## src/hw/cart_pkg.sv

```systemverilog
// cartridge package
// shared widths, CPU address regions, header locations and the download word view
`default_nettype none

package cart_pkg;

	// --------------------
	// widths
	localparam int cpu_addr_w = 16;
	localparam int mem_addr_w = 24;   // memory word address
	localparam int bank_w     = 9;    // bits above the 12-bit word offset of an 8 KB window
	localparam int rom_bank_w = 7;
	localparam int ram_bank_w = 2;

	// --------------------
	// cpu_addr[15:13] decode of the cartridge window
	localparam logic [2:0] region_ram_en   = 3'd0;   // 0000-1fff
	localparam logic [2:0] region_rom_bank = 3'd1;   // 2000-3fff
	localparam logic [2:0] region_ram_bank = 3'd2;   // 4000-5fff
	localparam logic [2:0] region_mode     = 3'd3;   // 6000-7fff
	localparam logic [2:0] region_cart_ram = 3'd5;   // a000-bfff

	// header fields in the download stream
	localparam logic [mem_addr_w:0] hdr_type_addr = 'h146;   // type byte in the high half
	localparam logic [mem_addr_w:0] hdr_size_addr = 'h148;   // ram size high, rom size low

	localparam logic [3:0] ram_enable_key = 4'ha;

	typedef enum logic [2:0] {
		mapper_none,
		mapper_mbc1,
		mapper_mbc2,
		mapper_mbc3,
		mapper_mbc5
	} mapper_t;

	// one download word seen whole or as two header bytes
	typedef union packed {
		logic [15:0] raw;
		struct packed {
			logic [7:0] hi;   // mapper type or ram size
			logic [7:0] lo;   // rom size
		} bytes;
	} dl_word_u;

endpackage

`default_nettype wire
```

## src/hw/cart_top.sv

```systemverilog
// cartridge top level
// ties clock enable, header capture, MBC registers, bank mapping and the memory port
`timescale 1ns/1ps
`default_nettype none

module cart_top
	import cart_pkg::*;
#(
	parameter int CE_DIV_LOG2   = 3,   // cpu runs at clk_sys/8
	parameter int ROM_BASE_BANK = 0    // image offset in 8 KB banks
) (
	input  wire                    clk_sys,
	input  wire                    reset,
	// image download
	input  wire                    dl_active,
	input  wire                    dl_wr,
	input  wire  [mem_addr_w:0]    dl_addr,
	input  wire  [15:0]            dl_data,
	output logic                   dl_wait,
	// cpu cartridge bus
	output logic                   ce_cpu,
	input  wire  [cpu_addr_w-1:0]  cpu_addr,
	input  wire                    cpu_rd,
	input  wire                    cpu_wr,
	input  wire  [7:0]             cpu_di,
	output logic [7:0]             cpu_do,
	// memory request port
	output logic [mem_addr_w-1:0]  mem_addr,
	output logic [15:0]            mem_din,
	output logic [1:0]             mem_ds,
	output logic                   mem_we,
	output logic                   mem_oe,
	input  wire  [15:0]            mem_dout,
	output logic                   cart_ready
);

	mapper_t               mapper;
	logic [rom_bank_w-1:0] rom_mask;
	logic [ram_bank_w-1:0] ram_mask;
	logic [rom_bank_w-1:0] rom_bank;
	logic [ram_bank_w-1:0] ram_bank;
	logic                  mbc1_mode;
	logic                  rtc_sel;
	logic                  ram_enable;
	logic [bank_w-1:0]     bank;

	cpu_clock_enable #(.CE_DIV_LOG2(CE_DIV_LOG2)) u_ce (
		.clk_sys (clk_sys), .reset (reset), .ce_cpu (ce_cpu)
	);

	header_capture u_hdr (
		.clk_sys (clk_sys), .reset (reset),
		.dl_active (dl_active), .dl_wr (dl_wr), .dl_addr (dl_addr), .dl_data (dl_data),
		.mapper (mapper), .rom_mask (rom_mask), .ram_mask (ram_mask)
	);

	mbc_regs u_regs (
		.clk_sys (clk_sys), .reset (reset), .dl_active (dl_active), .ce_cpu (ce_cpu),
		.cpu_wr (cpu_wr), .cpu_addr (cpu_addr), .cpu_di (cpu_di), .mapper (mapper),
		.rom_bank (rom_bank), .ram_bank (ram_bank), .mbc1_mode (mbc1_mode),
		.rtc_sel (rtc_sel), .ram_enable (ram_enable)
	);

	bank_mapper #(.ROM_BASE_BANK(ROM_BASE_BANK)) u_map (
		.cpu_addr (cpu_addr), .mapper (mapper), .rom_bank (rom_bank), .ram_bank (ram_bank),
		.mbc1_mode (mbc1_mode), .rtc_sel (rtc_sel), .rom_mask (rom_mask),
		.ram_mask (ram_mask), .bank (bank)
	);

	mem_port #(.ROM_BASE_BANK(ROM_BASE_BANK)) u_mem (
		.clk_sys (clk_sys), .reset (reset), .ce_cpu (ce_cpu),
		.dl_active (dl_active), .dl_wr (dl_wr), .dl_addr (dl_addr), .dl_data (dl_data),
		.cpu_addr (cpu_addr), .cpu_rd (cpu_rd), .cpu_wr (cpu_wr), .cpu_di (cpu_di),
		.bank (bank), .mapper (mapper), .ram_enable (ram_enable), .mem_dout (mem_dout),
		.dl_wait (dl_wait), .cart_ready (cart_ready),
		.mem_addr (mem_addr), .mem_din (mem_din), .mem_ds (mem_ds),
		.mem_we (mem_we), .mem_oe (mem_oe), .cpu_do (cpu_do)
	);

endmodule

`default_nettype wire

```

## src/hw/mem_port.sv

```systemverilog
// memory port
// download write handshake, request mux between loader and CPU,
// and byte selection of the read word back to the CPU
`timescale 1ns/1ps
`default_nettype none

module mem_port
	import cart_pkg::*;
#(
	parameter int ROM_BASE_BANK = 0
) (
	input  wire                    clk_sys,
	input  wire                    reset,
	input  wire                    ce_cpu,
	input  wire                    dl_active,
	input  wire                    dl_wr,
	input  wire  [mem_addr_w:0]    dl_addr,
	input  dl_word_u               dl_data,
	input  wire  [cpu_addr_w-1:0]  cpu_addr,
	input  wire                    cpu_rd,
	input  wire                    cpu_wr,
	input  wire  [7:0]             cpu_di,
	input  wire  [bank_w-1:0]      bank,
	input  mapper_t                mapper,
	input  wire                    ram_enable,
	input  wire  [15:0]            mem_dout,
	output logic                   dl_wait,
	output logic                   cart_ready,
	output logic [mem_addr_w-1:0]  mem_addr,
	output logic [15:0]            mem_din,
	output logic [1:0]             mem_ds,
	output logic                   mem_we,
	output logic                   mem_oe,
	output logic [7:0]             cpu_do
);

	localparam int offs_w = 12;   // word offset inside an 8 KB window
	localparam logic [mem_addr_w-1:0] base_word = mem_addr_w'(ROM_BASE_BANK) << offs_w;

	logic dn_write;   // loader owns the write strobe this cpu period
	logic in_ram;
	logic cpu_ram_wr;
	logic mbc2_nib;

	// --------------------
	// download handshake
	always_ff @(posedge clk_sys) begin
		if (reset) begin
			dl_wait    <= 1'b0;
			dn_write   <= 1'b0;
			cart_ready <= 1'b0;
		end else begin
			if (dl_wr)
				dl_wait <= 1'b1;
			if (ce_cpu) begin
				dn_write <= dl_wait;
				if (dn_write) begin   // one full period written, release the host
					dl_wait    <= 1'b0;
					dn_write   <= 1'b0;
					cart_ready <= 1'b1;
				end
			end
		end
	end

	// --------------------
	// request mux
	assign in_ram     = (cpu_addr[15:13] == region_cart_ram);
	assign cpu_ram_wr = cpu_wr && ram_enable && in_ram;

	assign mem_addr = dl_active ? dl_addr[mem_addr_w:1] + base_word
	                            : mem_addr_w'({bank, cpu_addr[offs_w:1]});
	assign mem_din  = dl_active ? dl_data.raw : {cpu_di, cpu_di};
	assign mem_ds   = dl_active ? 2'b11 : {cpu_addr[0], ~cpu_addr[0]};   // odd byte on lane 1
	assign mem_we   = dl_active ? dn_write : cpu_ram_wr;
	assign mem_oe   = !dl_active && cpu_rd;

	// --------------------
	// read data
	assign mbc2_nib = (mapper == mapper_mbc2) && in_ram && (cpu_addr[12:9] == 4'h0);   // a000-a1ff

	always_comb begin
		if (!cart_ready)
			cpu_do = 8'h00;
		else if (in_ram && !ram_enable)
			cpu_do = 8'hff;   // disabled ram floats high
		else if (mbc2_nib)
			cpu_do = {4'hf, (cpu_addr[0] ? mem_dout[11:8] : mem_dout[3:0])};
		else
			cpu_do = cpu_addr[0] ? mem_dout[15:8] : mem_dout[7:0];
	end

endmodule

`default_nettype wire

```

## src/hw/bank_mapper.sv

```systemverilog
// bank mapper
// turns the CPU address and the MBC state into the bank field of the memory address
// bit bank_w-1 marks cart ram, the low bits pick an 8 KB window
`timescale 1ns/1ps
`default_nettype none

module bank_mapper
	import cart_pkg::*;
#(
	parameter int ROM_BASE_BANK = 0
) (
	input  wire  [cpu_addr_w-1:0]  cpu_addr,
	input  mapper_t                mapper,
	input  wire  [rom_bank_w-1:0]  rom_bank,
	input  wire  [ram_bank_w-1:0]  ram_bank,
	input  wire                    mbc1_mode,
	input  wire                    rtc_sel,
	input  wire  [rom_bank_w-1:0]  rom_mask,
	input  wire  [ram_bank_w-1:0]  ram_mask,
	output logic [bank_w-1:0]      bank
);

	logic [rom_bank_w-1:0] rom_sel;    // rom bank before size masking
	logic [ram_bank_w-1:0] ram_sel;
	logic [rom_bank_w-1:0] rom_eff;
	logic [ram_bank_w-1:0] ram_eff;
	logic [bank_w-1:0]     bank_raw;   // bank before the image offset
	logic [2:0]            region;

	assign region = cpu_addr[15:13];

	// --------------------
	// per-mapper bank selection
	always_comb begin
		rom_sel = rom_bank;
		ram_sel = ram_bank;
		if (mapper == mapper_mbc1) begin
			// mode 0 lends the ram bank bits to the rom bank
			rom_sel = {(mbc1_mode ? {ram_bank_w{1'b0}} : ram_bank),
			           rom_bank[rom_bank_w-ram_bank_w-1:0]};
			ram_sel = mbc1_mode ? ram_bank : {ram_bank_w{1'b0}};
		end else if (mapper == mapper_mbc2) begin
			ram_sel = '0;   // 512x4 ram inside the chip
		end
	end

	// mirror banks beyond the cart size
	assign rom_eff = rom_sel & rom_mask;
	assign ram_eff = ram_sel & ram_mask;

	// --------------------
	// bank field by address region
	always_comb begin
		bank_raw = '0;   // unmapped regions and the rtc window
		if (mapper == mapper_none) begin
			bank_raw = bank_w'(cpu_addr[14:13]);   // 32 KB linear
		end else if (!cpu_addr[15]) begin
			if (!cpu_addr[14])
				bank_raw = bank_w'(cpu_addr[13]);   // fixed rom bank 0
			else
				bank_raw = bank_w'({rom_eff, cpu_addr[13]});
		end else if (region == region_cart_ram && !(mapper == mapper_mbc3 && rtc_sel)) begin
			bank_raw = {1'b1, {(bank_w-ram_bank_w-1){1'b0}}, ram_eff};
		end
	end

	assign bank = bank_raw + bank_w'(ROM_BASE_BANK);

endmodule

`default_nettype wire

```

## src/hw/mbc_regs.sv

```systemverilog
// MBC control registers
// bank select, banking mode, rtc select and ram enable, all written by the CPU
`timescale 1ns/1ps
`default_nettype none

module mbc_regs
	import cart_pkg::*;
(
	input  wire                    clk_sys,
	input  wire                    reset,
	input  wire                    dl_active,   // image loading holds the mapper idle
	input  wire                    ce_cpu,
	input  wire                    cpu_wr,
	input  wire  [cpu_addr_w-1:0]  cpu_addr,
	input  wire  [7:0]             cpu_di,
	input  mapper_t                mapper,
	output logic [rom_bank_w-1:0]  rom_bank,
	output logic [ram_bank_w-1:0]  ram_bank,
	output logic                   mbc1_mode,
	output logic                   rtc_sel,
	output logic                   ram_enable
);

	logic       reg_wr;   // qualified cpu write
	logic [2:0] region;

	assign reg_wr = ce_cpu && cpu_wr;
	assign region = cpu_addr[15:13];

	always_ff @(posedge clk_sys) begin
		if (reset || dl_active) begin
			rom_bank   <= rom_bank_w'(1);   // bank 1 sits in the upper window at start
			ram_bank   <= '0;
			mbc1_mode  <= 1'b0;
			rtc_sel    <= 1'b0;
			ram_enable <= 1'b0;
		end else if (reg_wr) begin
			case (region)
				// --------------------
				region_ram_en: begin
					ram_enable <= (cpu_di[3:0] == ram_enable_key);   // any other nibble disables
				end

				// --------------------
				region_rom_bank: begin
					// bank 0 can't be mapped high except on mbc5
					if (mapper != mapper_mbc5 && cpu_di[4:0] == 5'd0)
						rom_bank <= rom_bank_w'(1);
					else
						rom_bank <= cpu_di[rom_bank_w-1:0];
				end

				// --------------------
				region_ram_bank: begin
					if (mapper == mapper_mbc3 && cpu_di[3]) begin
						rtc_sel <= 1'b1;   // rtc register window, bank kept
					end else begin
						rtc_sel  <= 1'b0;
						ram_bank <= cpu_di[ram_bank_w-1:0];
					end
				end

				// --------------------
				region_mode: begin
					if (mapper == mapper_mbc1)
						mbc1_mode <= cpu_di[0];   // 1 selects 4/32 mode
				end

				default: ;   // writes elsewhere don't touch the mapper
			endcase
		end
	end

endmodule

`default_nettype wire

```

## src/hw/header_capture.sv

```systemverilog
// cartridge header capture
// grabs the type and size bytes as the image streams in,
// then decodes the mapper kind and the rom/ram bank masks
`timescale 1ns/1ps
`default_nettype none

module header_capture
	import cart_pkg::*;
(
	input  wire                    clk_sys,
	input  wire                    reset,
	input  wire                    dl_active,
	input  wire                    dl_wr,
	input  wire  [mem_addr_w:0]    dl_addr,   // byte address
	input  dl_word_u               dl_data,
	output mapper_t                mapper,
	output logic [rom_bank_w-1:0]  rom_mask,
	output logic [ram_bank_w-1:0]  ram_mask
);

	logic [7:0] type_byte;
	logic [7:0] rom_size;
	logic [7:0] ram_size;

	always_ff @(posedge clk_sys) begin
		if (reset) begin
			type_byte <= 8'h00;
			rom_size  <= 8'h00;
			ram_size  <= 8'h00;
		end else if (dl_active && dl_wr) begin
			if (dl_addr == hdr_type_addr)
				type_byte <= dl_data.bytes.hi;
			if (dl_addr == hdr_size_addr) begin
				ram_size <= dl_data.bytes.hi;
				rom_size <= dl_data.bytes.lo;
			end
		end
	end

	// --------------------
	// mapper class from the type byte
	always_comb begin
		case (type_byte) inside
			[8'd1:8'd3]:   mapper = mapper_mbc1;   // plain, +ram, +ram+battery
			8'd5, 8'd6:    mapper = mapper_mbc2;
			[8'd15:8'd19]: mapper = mapper_mbc3;   // with or without timer
			[8'd25:8'd30]: mapper = mapper_mbc5;   // incl rumble carts
			default:       mapper = mapper_none;   // 32 KB direct
		endcase
	end

	// rom size code n means 2**(n+1) banks of 16 KB
	always_comb begin
		case (rom_size)
			8'h00:   rom_mask = 7'h01;
			8'h01:   rom_mask = 7'h03;
			8'h02:   rom_mask = 7'h07;
			8'h03:   rom_mask = 7'h0f;
			8'h04:   rom_mask = 7'h1f;
			8'h05:   rom_mask = 7'h3f;
			8'h06:   rom_mask = 7'h7f;
			8'h52:   rom_mask = 7'h47;   // 72 banks
			8'h53:   rom_mask = 7'h4f;   // 80 banks
			default: rom_mask = 7'h5f;   // 96 banks
		endcase
	end

	// 2k and 8k carts have a single ram bank
	assign ram_mask = (ram_size == 8'h01 || ram_size == 8'h02) ? '0 : '1;

endmodule

`default_nettype wire

```

## src/hw/cpu_clock_enable.sv

```systemverilog
// CPU clock enable
// free-running divider giving a one-cycle pulse every 2**CE_DIV_LOG2 clocks
`timescale 1ns/1ps
`default_nettype none

module cpu_clock_enable #(
	parameter int CE_DIV_LOG2 = 3
) (
	input  wire  clk_sys,
	input  wire  reset,
	output logic ce_cpu
);

	logic [CE_DIV_LOG2-1:0] div;   // phase within the cpu period

	always_ff @(posedge clk_sys) begin
		if (reset) begin
			div    <= '0;
			ce_cpu <= 1'b0;
		end else begin
			div    <= div + 1'b1;
			ce_cpu <= (div == '1);   // pulse as the count wraps to zero
		end
	end

endmodule

`default_nettype wire

```

## config.mk

```make
export PLATFORM = sky130hd
export DESIGN_NAME = cart_top
export DESIGN_NICKNAME = d
export VERILOG_FILES = /design/src/hw/cart_pkg.sv /design/src/hw/cart_top.sv /design/src/hw/mem_port.sv /design/src/hw/bank_mapper.sv /design/src/hw/mbc_regs.sv /design/src/hw/header_capture.sv /design/src/hw/cpu_clock_enable.sv
export SDC_FILE = /design/constraint.sdc
export NUM_CORES = 1
export LEC_CHECK = 0
export BUFFER_PORTS_ARGS = -buffer_cell sky130_fd_sc_hd__buf_2
export CORE_ASPECT_RATIO = 0.7
export CORE_MARGIN = 2
export CORE_UTILIZATION = 35
export DETAILED_ROUTE_END_ITERATION = 10
export HOLD_SLACK_MARGIN = 0.06
export PLACE_DENSITY = 0.72
export REMOVE_ABC_BUFFERS = 1
export SYNTH_ARGS = -nofsm -noshare
export SYNTH_HDL_FRONTEND = slang
export SYNTH_SLANG_ARGS = --single-unit
```

## constraint.sdc

```tcl
create_clock -name clk_sys -period 2 [get_ports clk_sys]
set_input_delay 0.3 -clock clk_sys [delete_from_list [all_inputs] [get_ports clk_sys]]
set_output_delay 0.3 -clock clk_sys [all_outputs]
set_load 0.02 [all_outputs]
```

==> results of run 1 <==
-- stage by stage --
| step | hold slack (ps) | util [%] | cells | total power, mW |
|---|---|---|---|---|
| after floorplan | 367 | - | 316 | 1.07 |
| after global placement | 407 | 50.6 | 587 | 1.29 |
| after detailed placement | 427 | 50.6 | 587 | 1.30 |
| after CTS | 259 | 52.5 | 595 | 1.91 |
| after global routing | 266 | 54.0 | 595 | 1.99 |
| final | 258 | 54.0 | 595 | 1.91 |
-- what timing repair did --
item / CTS / global route
resized for setup: 14 / 26
hold endpoints to repair: 0 / 0
pin swaps: 4 / 9
cloned: 0 / 0
endpoints found under the setup margin: 13 / 13
-- flip-flops by register name (all words and copies together) (netlist names) --
signal,flops
u_regs.ram_bank,2
u_mem.cart_ready,1
u_hdr.ram_size,8
u_hdr.rom_size,8
u_regs.rom_bank,7
u_mem.dn_write,1
u_ce.ce_cpu,1
u_ce.div,3
u_regs.rtc_sel,1
u_hdr.type_byte,8
u_regs.ram_enable,1
u_mem.dl_wait,1
u_regs.mbc1_mode,1
-- placed cells by master, fill, tap and decap left out, types with 5 or more instances in the layout --
master and instances:
nor2_1 39, a31oi_1 5, and2_1 7, nand4_1 5
mux2i_1 36, nand2b_1 10, clkbuf_8 7, buf_4 33
mux2_2 13, a21boi_0 5, nor3_1 6, dfxtp_1 41
buf_2 129, a21oi_1 7, buf_6 9, nor2b_1 8
nand2_1 58
-- layer usage --
metal  wire length (µm)  track usage [%]  share of wire (%)
met2               4230             36.2                 45
met1               4330             29.4                 46
met3                803             3.53                8.5
met4                 92             3.92               0.97
met5                  0                0                  0
-- final cells by class --
cell class                      instances  share of cell area [%]
Multi-Input combinational cell        269                    46.7
Clock buffer                            8                    2.50
Sequential cell                        43                    21.6
Tap cell                               98                    3.06
Timing Repair Buffer                  173                    25.8
Inverter                                4                   0.375
-- how the worst min path moves through the flow --
| stage | start | cells after the start | slack (ps) | to |
|---|---|---|---|---|
| 5_1_grt | dl_data[5] | 3 | 270 | u_hdr.rom_size[5]$_SDFFE_PP0P_ |
| 6_report | dl_data[2] | 3 | 260 | u_hdr.rom_size[2]$_SDFFE_PP0P_ |
| 3_5_place_dp | u_ce.div[0]$_SDFF_PP0_ | 1 | 430 | u_ce.div[0]$_SDFF_PP0_ |
| 4_1_cts | dl_data[4] | 3 | 260 | u_hdr.rom_size[4]$_SDFFE_PP0P_ |
| 2_1_floorplan | reset | 1 | 370 | u_ce.div[0]$_SDFF_PP0_ |
| 3_3_place_gp | u_ce.div[0]$_SDFF_PP0_ | 1 | 410 | u_ce.div[0]$_SDFF_PP0_ |
-- tightest hold or removal path, cell delays in order --
cell	delay [ps]
buf_2	90
mux2i_1	60
nor2_1	70
-- cells in the mapped netlist (3+ instances only) --
cell type | instances | area share (%)
nand2_1 | 58 | 8.0
dfxtp_1 | 43 | 32
nor2_1 | 40 | 5.5
mux2i_1 | 36 | 13
mux2_2 | 13 | 5.4
clkbuf_1 | 12 | 1.6
nand2b_1 | 10 | 2.3
a21oi_1 | 8 | 1.5
nor2b_1 | 8 | 1.8
and2_1 | 7 | 1.6
nor3_1 | 6 | 1.1
o21ai_1 | 6 | 1.1
a211oi_1 | 5 | 1.4
a21boi_0 | 5 | 1.4
a21boi_1 | 5 | 1.4
a31oi_1 | 5 | 1.1
nand4_1 | 5 | 1.1
inv_1 | 4 | 0.55
nor4_1 | 4 | 0.92
or2_2 | 4 | 0.92
buf_2 | 3 | 0.55
-- power by group --
group,switching [mW],total (mW),internal (mW)
clock network,0.296,0.611,0.316
logic,0.250,0.433,0.183
registers,0.00301,0.865,0.862
total,0.549,1.91,1.36
-- logic make-up (layout without fill, tap and decap cells) --
group           after synthesis  count (layout)  share of synthesized area [%]
buf+inv                      20             185                           3.02
compound gates               52              52                           14.4
flops                        43              43                           31.5
mux                          49              49                           18.6
simple gates                163             163                           30.6
fa+ha+maj                     3               3                           1.28
xor+xnor                      2               2                          0.642
==> key figures, run 1 <==
Clock tree
  – H-tree depth: 2
  – Clock transition at the registers of the reported paths: 80 ps
  – CTS Root Cell: clkbuf_8
  – TritonCTS Buffers: 5
  – TritonCTS clock tree: yes
  – Sinks on the clock net: 43
  – Worst-skew pair later-pin latency: 290 ps
  – CTS Hold Buffers Added: 0
  – Post-CTS setup buffer count: 0
  – Max clock buf depth: 2

Critical path
  – Worst setup endpoint: mem_addr[12]
  – Worst setup EP type: primary output
  – R2R Setup Slk: 120 ps
  – Family with the most delay on the worst path: simple AND/OR/NAND/NOR gates
  – CP max FO: 4
  – Slowest stage delay, CP: 380 ps
  – Reg2reg end: u_regs.rom_bank[0]$_SDFFE_PP1P_
  – FF-to-FF path depth: 6
  – CP Depth: 7
  – Worst Setup Start Kind: flip-flop
  – Critical path arrival: 2200 ps
  – Critical path origin: u_hdr.type_byte[7]$_SDFFE_PP0P_
  – Worst path bufs/invs: 2
  – Reg2reg start: u_hdr.type_byte[7]$_SDFFE_PP0P_
  – Required time of the critical path: 1700 ps
  – WS Path Type: reg2out
  – Slowest-stage cell, CP: or3_4
  – CP Cell Sequence: or3_4 > or3_4 > a221oi_4 > buf_6 > a21oi_2 > a41o_1 > buf_6

Finish
  – Final nets: 585
  – Area growth from synthesis to layout: 46.7%
  – Register Area: 863 µm²
  – Final Instance Area: 4000 µm²
  – Multi-input gate area: 1870 µm²
  – Antenna fix cells: 0
  – Fill count: 693
  – Layout cells sized above 1: 44.7%

Job
  – Maxcap violations: 0

Global routing
  – Largest net degree at the start of global routing: 40
  – Total GRT Usage: 21.6%
  – First-pass GRT wire length: 14,300 µm
  – Overflow after GRT: 0
  – Initial antenna violation count: 0
  – Vias in the first global route: 2,864

Timing
  – Setup ws final: -501 ps
  – Fin crit share: 125%
  – Slew margin rel.: 60.9%
  – Tmin final: 2500 ps
  – Worst slew pin tran: 581 ps
  – Clk_skew: 8.54 ps
  – RSZ-0062 raised after global routing: true
  – Max-slew violation count: 0
  – Hold Fails Final Rpt: 0
  – Endpoints failing setup: 13
  – Setup TNS: -5790 ps
  – Highest Clock Rate: 400 MHz

Detailed routing
  – Drt via density: 5.13
  – Total Wirelength: 9460 µm
  – # DRC: 0
  – Initial DRC count: 235
  – Via count: 3,052
  – DRT antenna net count: 0
  – Avg WL per Cell: 15.9 µm
  – DRT Pass-1 Iters: 4

Placement
  – Worst slack, placed: -279 ps
  – Final Wtd Congestion: 0.887
  – DP Wirelength: 7480 µm
  – DP Area: 3760 µm²
  – Port bufs: 141

Floorplan
  – Die H: 77.9 µm
  – Starting Density: 36.8%
  – Die Area: 8530 µm²
  – I/O pin count: 142
  – Die Wd: 110 µm
  – Row count: 26
  – Core area: 7420 µm²

Logic synthesis
  – Asr flop ratio synth: 0%
  – Netlist cell types: 56
  – Post-Synthesis Cells: 332
  – Number of synthesis warnings: 0
  – Mapped Area: 2730 µm²
  – Post-synth EDFFs: 0
  – Synth Register Bits: 43
  – Post-synth top flop: dfxtp_1
  – Post-synthesis sequential area ratio: 31.5%
  – Mean Syn Cell Area: 8.22 µm²

Hold path
  – Tightest Hold Check Type: in2reg

Outcome
  – Violated checks: setup timing
  – Status: finished, violations left

Pwr
  – Pwr/cell area: 477 nW/µm²
  – Leakage: 1.85 nW
  – Worst vdd rail ir drop: 241 µV
Note: power is estimated with default switching activity, not from simulation.
==> inputs of run 2 (changes only) <==
- CORE_MARGIN: 2 -> not set
- PLACE_DENSITY: 0.72 -> 0.7
- clock period: 2 -> 3 ns (I/O delays scaled with it)
==> key figures, run 2 (synthesis results as in run 1) <==
Critical path
  – R2R Setup Slk: 1230 ps (was 120 ps)
  – Slowest-stage cell, CP: or3_4 (unchanged)
  – Required time of the critical path: 2550 ps (was 1700 ps)
  – Worst setup EP type: primary output (unchanged)
  – Worst Setup Start Kind: flip-flop (unchanged)
  – Reg2reg end: u_regs.mbc1_mode$_SDFFE_PP0P_ (was u_regs.rom_bank[0]$_SDFFE_PP1P_)
  – Crit-path most repeated cell: or3_4
  – Slowest stage delay, CP: 420 ps (was 380 ps)
  – Critical path arrival: 2370 ps (was 2200 ps)
  – Family with the most delay on the worst path: simple AND/OR/NAND/NOR gates (unchanged)
  – Worst path bufs/invs: 1 (was 2)
  – FF-to-FF path depth: 5 (was 6)
  – CP Cell Sequence: or3_4 > or3_4 > a221oi_4 > nand2_4 > o41ai_2 > buf_2 (was or3_4 > or3_4 > a221oi_4 > buf_6 > a21oi_2 > a41o_1 > buf_6)
  – WS Path Type: reg2out (unchanged)
  – Reg2reg start: u_hdr.type_byte[7]$_SDFFE_PP0P_ (unchanged)
  – CP max FO: 6 (was 4)

Timing
  – Highest Clock Rate: 354 MHz
  – Hold Fails Final Rpt: 0 (unchanged)
  – Max-slew violation count: 0 (unchanged)
  – Setup TNS: 0 ps (was -5790 ps)
  – Setup ws final: 176 ps (was -501 ps)
  – Tmin final: 2820 ps
  – Clk_skew: 6.82 ps (was 8.54 ps)
  – Fin crit share: 94.1%
  – Endpoints failing setup: 0 (was 13)
  – Slew margin rel.: 44.4% (was 60.9%)
  – Worst slew pin tran: 828 ps (was 581 ps)
  – RSZ-0062 raised after global routing: false (was true)

Pwr
  – Worst vdd rail ir drop: 167 µV (was 241 µV)
  – Sw Ratio: 28.8% (was 28.7%)
  – Internal: 0.895 mW (was 1.36 mW)
  – Logic gate share of total power: 21.7% (was 22.7%)
  – Pwr/cell area: 346 nW/µm² (was 477 nW/µm²)
  – Seq pwr share: 45.9% (was 45.3%)
  – Sw Pwr: 0.362 mW (was 0.549 mW)
  – Clock share of power: 32.4% (was 32.0%)
  – Leakage: 1.66 nW (was 1.85 nW)

Floorplan
  – Core area: 7420 µm² (unchanged)
  – Die H: 75.9 µm (was 77.9 µm)
  – Die Wd: 108 µm (was 110 µm)
  – Starting Density: 36.8% (unchanged)
  – Die Area: 8160 µm² (was 8530 µm²)
  – I/O pin count: 142 (unchanged)
  – Row count: 26 (unchanged)

Global routing
  – Total GRT Usage: 21.6% (about the same)
  – Initial antenna violation count: 0 (unchanged)
  – Vias in the first global route: 2,608 (was 2,864)
  – Largest net degree at the start of global routing: 37 (was 40)
  – First-pass GRT wire length: 13,400 µm (was 14,300 µm)
  – Overflow after GRT: 0 (unchanged)

Placement
  – Final Wtd Congestion: 0.894 (was 0.887)
  – DP Wirelength: 7190 µm (was 7480 µm)
  – Port bufs: 141 (unchanged)
  – Worst slack, placed: 431 ps (was -279 ps)

Finish
  – Area growth from synthesis to layout: 33.0% (was 46.7%)
  – Layout cells sized above 1: 38.6% (was 44.7%)
  – Final nets: 557 (was 585)
  – Top flop regs: u_hdr.ram_size (8), u_hdr.rom_size (8), u_hdr.type_byte (8) (unchanged)
  – Core Util, Final: 48.9% (was 54.0%)
  – Commonest non-fill, non-tap cell in the layout: buf_2 (unchanged)
  – Antenna fix cells: 0 (unchanged)
  – Most frequent cells in the layout: buf_2, nand2_1, dfxtp_1 (unchanged)

Detailed routing
  – DRT Pass-1 Iters: 6 (was 4)
  – Initial DRC count: 157 (was 235)
  – Drt via density: 5.21 (was 5.13)
  – Avg WL per Cell: 15.5 µm (was 15.9 µm)
  – # DRC: 0 (unchanged)
  – Via count: 2,954 (was 3,052)
  – DRT antenna net count: 0 (unchanged)
  – Total Wirelength: 8770 µm (was 9460 µm)

Job
  – Maxcap violations: 0 (unchanged)

Clock tree
  – Sinks on the clock net: 43 (unchanged)
  – TritonCTS clock tree: yes (unchanged)
  – Worst-skew pair later-pin latency: 290 ps (about the same)
  – TritonCTS Buffers: 5 (unchanged)
  – CTS Root Cell: clkbuf_8 (unchanged)
  – Clock transition at the registers of the reported paths: 80 ps (about the same)
  – Max clock buf depth: 2 (unchanged)
  – CTS Hold Buffers Added: 0 (unchanged)
  – H-tree depth: 2 (unchanged)

Hold path
  – Hold depth: 3 (unchanged)
  – Tightest Hold Check Type: in2reg (unchanged)
  – Worst Hold Launch: dl_data[3] (was dl_data[2])
  – Hold endpoint: u_hdr.rom_size[3]$_SDFFE_PP0P_ (was u_hdr.rom_size[2]$_SDFFE_PP0P_)

Outcome
  – Status: finished, final reports clean (was finished, violations left)
==> run 2: area by class of cell <==
| cell class | instances | area (µm²) |
|---|---|---|
| repair buffers | 145 | 738 |
| clock buffers | 7 | 96.3 |
| inverters | 4 | 15.0 |
| flip-flops and latches | 43 | 863 |
| multi-input cells | 269 | 1790 |
| fillers | 736 | 3790 |
| clock inverters | 1 | 7.51 |
| well taps | 98 | 123 |
==> run 2: timing repair <==
| item | CTS | global route |
|---|---|---|
| endpoints found under the setup margin | 0 | 2 |
| resized for setup | 0 | 3 |
| setup buffers | 0 | 1 |
==> run 2: power groups by stage <==
stage	clock network (mW)	registers, mW	logic, mW
3_5_place_dp	0	0.590	0.272
5_1_grt	0.443	0.577	0.295
3_3_place_gp	0	0.590	0.269
2_1_floorplan	0	0.591	0.122
4_1_cts	0.417	0.577	0.273
6_report	0.408	0.576	0.272
==> run 2: layer usage <==
| metal | up-vias | part of all wire (%) | global-route usage, % |
|---|---|---|---|
| li1 | 1446 | - | - |
| met5 | - | 0 | 0 |
| met2 | 140 | 44 | 34.9 |
| met1 | 1359 | 47 | 30.0 |
| met3 | 9 | 8.3 | 3.93 |
| met4 | 0 | 0.80 | 5.02 |
==> run 2: worst reg2reg max path: stages, from the launching register on <==
cell     delay, ps
dfxtp_1        330
or3_4          420
nor4b_2        500
nand4_1        180
mux2i_1        180
nor2_1          60
==> run 2: worst max-delay path by stage <==
stage,from,slack [ps],cells after the start,end
2_1_floorplan,u_hdr.type_byte[7]$_SDFFE_PP0P_,480,5,mem_addr[18]
6_report,u_hdr.type_byte[7]$_SDFFE_PP0P_,180,6,mem_addr[19]
5_1_grt,u_hdr.type_byte[7]$_SDFFE_PP0P_,10,6,mem_addr[19]
3_3_place_gp,u_hdr.type_byte[7]$_SDFFE_PP0P_,470,6,mem_addr[18]
3_5_place_dp,u_hdr.type_byte[7]$_SDFFE_PP0P_,430,6,mem_addr[19]
4_1_cts,u_hdr.type_byte[7]$_SDFFE_PP0P_,100,6,mem_addr[19]
==> run 2: through the flow <==
step	power [mW]	hold slack, ps	instances	instance area, µm²
floorplan	0.712	395	316	2660
CTS	1.27	408	566	3620
global placement	0.858	407	558	3510
finish	1.26	408	567	3630
detailed placement	0.862	429	558	3510
global route	1.32	407	567	3630
==> inputs of run 3 (changes only) <==
- CELL_PAD_IN_SITES_DETAIL_PLACEMENT: not set -> 1
- CELL_PAD_IN_SITES_GLOBAL_PLACEMENT: not set -> 2
- CORE_UTILIZATION: 35 -> 26
- PLACE_DENSITY: 0.7 -> 0.9
==> key figures, run 3 (synthesis results as in run 1) <==
Pwr
  – Worst vdd rail ir drop: 207 µV (was 167 µV)
  – Internal: 0.993 mW (was 0.895 mW)
  – Pwr/cell area: 371 nW/µm² (was 346 nW/µm²)
  – Final total power: 1.37 mW (was 1.26 mW)
  – Seq pwr share: 42.1% (was 45.9%)
  – Logic gate share of total power: 20.3% (was 21.7%)
  – Leakage: 1.67 nW (was 1.66 nW)
  – Clock share of power: 37.5% (was 32.4%)
  – Sw Ratio: 27.6% (was 28.8%)
  – Sw Pwr: 0.378 mW (was 0.362 mW)

Finish
  – Top flop regs: u_hdr.ram_size (8), u_hdr.rom_size (8), u_hdr.type_byte (8) (unchanged)
  – Commonest non-fill, non-tap cell in the layout: buf_2 (unchanged)
  – Antenna fix cells: 0 (unchanged)
  – Final nets: 556 (was 557)
  – Most frequent cells in the layout: buf_2, nand2_1, dfxtp_1 (unchanged)
  – Area growth from synthesis to layout: 35.2% (was 33.0%)
  – Layout cells sized above 1: 37.8% (was 38.6%)
  – Post-route insts no fill: 596 (was 567)

Clock tree
  – Clock transition at the registers of the reported paths: 60 ps (was 80 ps)
  – CTS Root Cell: clkbuf_16 (was clkbuf_8)
  – TritonCTS Buffers: 5 (unchanged)
  – Sinks on the clock net: 43 (unchanged)
  – TritonCTS clock tree: yes (unchanged)
  – H-tree depth: 2 (unchanged)
  – Worst-skew pair later-pin latency: 280 ps (was 290 ps)
  – CTS Hold Buffers Added: 0 (unchanged)
  – Post-CTS setup buffer count: 0 (unchanged)
  – Max clock buf depth: 2 (unchanged)

Timing
  – Max-slew violation count: 0 (unchanged)
  – Hold Fails Final Rpt: 0 (unchanged)
  – RSZ-0062 raised after global routing: false (unchanged)
  – Highest Clock Rate: 348 MHz (was 354 MHz)
  – Worst hold margin: 431 ps (was 408 ps)
  – Fin crit share: 95.8% (was 94.1%)
  – Worst slew pin tran: 653 ps (was 828 ps)
  – Endpoints failing setup: 0 (unchanged)
  – Slew margin rel.: 56.4% (was 44.4%)
  – Tmin final: 2870 ps (was 2820 ps)
  – Clk_skew: 3.90 ps (was 6.82 ps)
  – Setup TNS: 0 ps (unchanged)

Job
  – Maxcap violations: 0 (unchanged)

Floorplan
  – Row count: 30 (was 26)
  – Starting Density: 27.4% (was 36.8%)
  – Core area: 9950 µm² (was 7420 µm²)
  – Die Area: 10,900 µm² (was 8160 µm²)
  – Die Wd: 124 µm (was 108 µm)
  – I/O pin count: 142 (unchanged)
  – Die H: 87.7 µm (was 75.9 µm)

Placement
  – Final Wtd Congestion: 0.887 (was 0.894)
  – Port bufs: 141 (unchanged)
  – DP Wirelength: 8620 µm (was 7190 µm)
  – DP Cell Count: 588 (was 558)

Detailed routing
  – DRT antenna net count: 0 (unchanged)
  – Via count: 2,956 (was 2,954)
  – Avg WL per Cell: 17.4 µm (was 15.5 µm)
  – DRT Pass-1 Iters: 4 (was 6)
  – # DRC: 0 (unchanged)
  – Initial DRC count: 125 (was 157)
  – Total Wirelength: 10,400 µm (was 8770 µm)
  – Drt via density: 4.96 (was 5.21)

Outcome
  – Status: finished, final reports clean (unchanged)

Critical path
  – Required time of the critical path: 2550 ps (about the same)
  – Worst path bufs/invs: 1 (unchanged)
  – Reg2reg start: u_hdr.type_byte[7]$_SDFFE_PP0P_ (unchanged)
  – CP max FO: 6 (unchanged)
  – Worst setup EP type: primary output (unchanged)
  – R2R Setup Slk: 1040 ps (was 1230 ps)
  – Critical path origin: u_hdr.type_byte[7]$_SDFFE_PP0P_ (unchanged)
  – Reg2reg end: u_regs.mbc1_mode$_SDFFE_PP0P_ (unchanged)
  – Critical path arrival: 2420 ps (was 2370 ps)
  – Slowest-stage cell, CP: or3_4 (unchanged)
  – Slowest stage delay, CP: 420 ps (about the same)
  – WS Path Type: reg2out (unchanged)
  – CP Depth: 6 (unchanged)
  – Crit-path most repeated cell: or3_4 (unchanged)
  – Worst Setup Start Kind: flip-flop (unchanged)
  – Family with the most delay on the worst path: simple AND/OR/NAND/NOR gates (unchanged)
  – Worst setup endpoint: mem_addr[18] (was mem_addr[19])
  – CP Cell Sequence: or3_4 > or3_4 > a221oi_4 > nand2_4 > o41ai_2 > buf_2 (unchanged)
  – FF-to-FF path depth: 5 (unchanged)

Global routing
  – Overflow after GRT: 0 (unchanged)
  – Largest net degree at the start of global routing: 55 (was 37)
  – Total GRT Usage: 19.2% (was 21.6%)
  – First-pass GRT wire length: 16,400 µm (was 13,400 µm)
  – Vias in the first global route: 3,006 (was 2,608)
  – Initial antenna violation count: 0 (unchanged)

Hold path
  – Tightest Hold Check Type: in2reg (unchanged)
-- run 3: metrics by stage --
step | utilization [%] | worst slack (ps) | cell area, µm²
2_1_floorplan | - | 478 | 2660
3_3_place_gp | 35.7 | 453 | 3550
3_5_place_dp | 35.7 | 415 | 3550
4_1_cts | 37.1 | 110 | 3690
5_1_grt | 37.1 | 17.1 | 3690
6_report | 37.1 | 127 | 3690
-- run 3: how the worst min path moves through the flow --
| stage | start | to | slack (ps) | cells after the start |
|---|---|---|---|---|
| after CTS | dl_data[2] | u_hdr.rom_size[2]$_SDFFE_PP0P_ | 430 | 3 |
| after global placement | u_ce.div[0]$_SDFF_PP0_ | u_ce.div[0]$_SDFF_PP0_ | 410 | 1 |
| after global routing | dl_data[5] | u_hdr.rom_size[5]$_SDFFE_PP0P_ | 450 | 3 |
| after floorplan | u_ce.div[0]$_SDFF_PP0_ | u_ce.div[0]$_SDFF_PP0_ | 390 | 1 |
| final | dl_data[2] | u_hdr.rom_size[2]$_SDFFE_PP0P_ | 430 | 3 |
| after detailed placement | u_ce.div[0]$_SDFF_PP0_ | u_ce.div[0]$_SDFF_PP0_ | 430 | 1 |
-- run 3: timing repair --
action | in CTS | in global routing
endpoints found under the setup margin | 0 | 1
endpoints found under the hold margin | 0 | 0
resized for setup | 0 | 1
-- run 3: final cells by class --
type,count,area (µm²)
clock inverter,1,5.00
sequential,43,862
timing repair buffer,144,728
inverter,4,15.0
fill,1253,6260
multi-input combinational,269,1790
tap,128,160
clock buffer,7,133
-- run 3: worst register-to-register path, cell delays in order (launching register included) --
cell     delay [ps]
dfxtp_1         320
or3_4           420
nor4b_2         610
nand4_1         240
mux2i_1         200
nor2_1           50
-- run 3: power by group through the flow --
stage / sequential [mW] / combinational (mW) / clock (mW)
2_1_floorplan: 0.591 / 0.122 / 0
3_3_place_gp: 0.590 / 0.276 / 0
3_5_place_dp: 0.591 / 0.280 / 0
4_1_cts: 0.578 / 0.282 / 0.528
5_1_grt: 0.578 / 0.301 / 0.559
6_report: 0.578 / 0.279 / 0.514
-- run 3: metal layers --
layer	GRT usage [%]	share of wire, %	up-vias
met3	4.52	7.1	2
met1	26.9	51	1389
met2	30.6	42	122
met4	2.30	0.24	0
li1	-	-	1443
met5	0	0	-
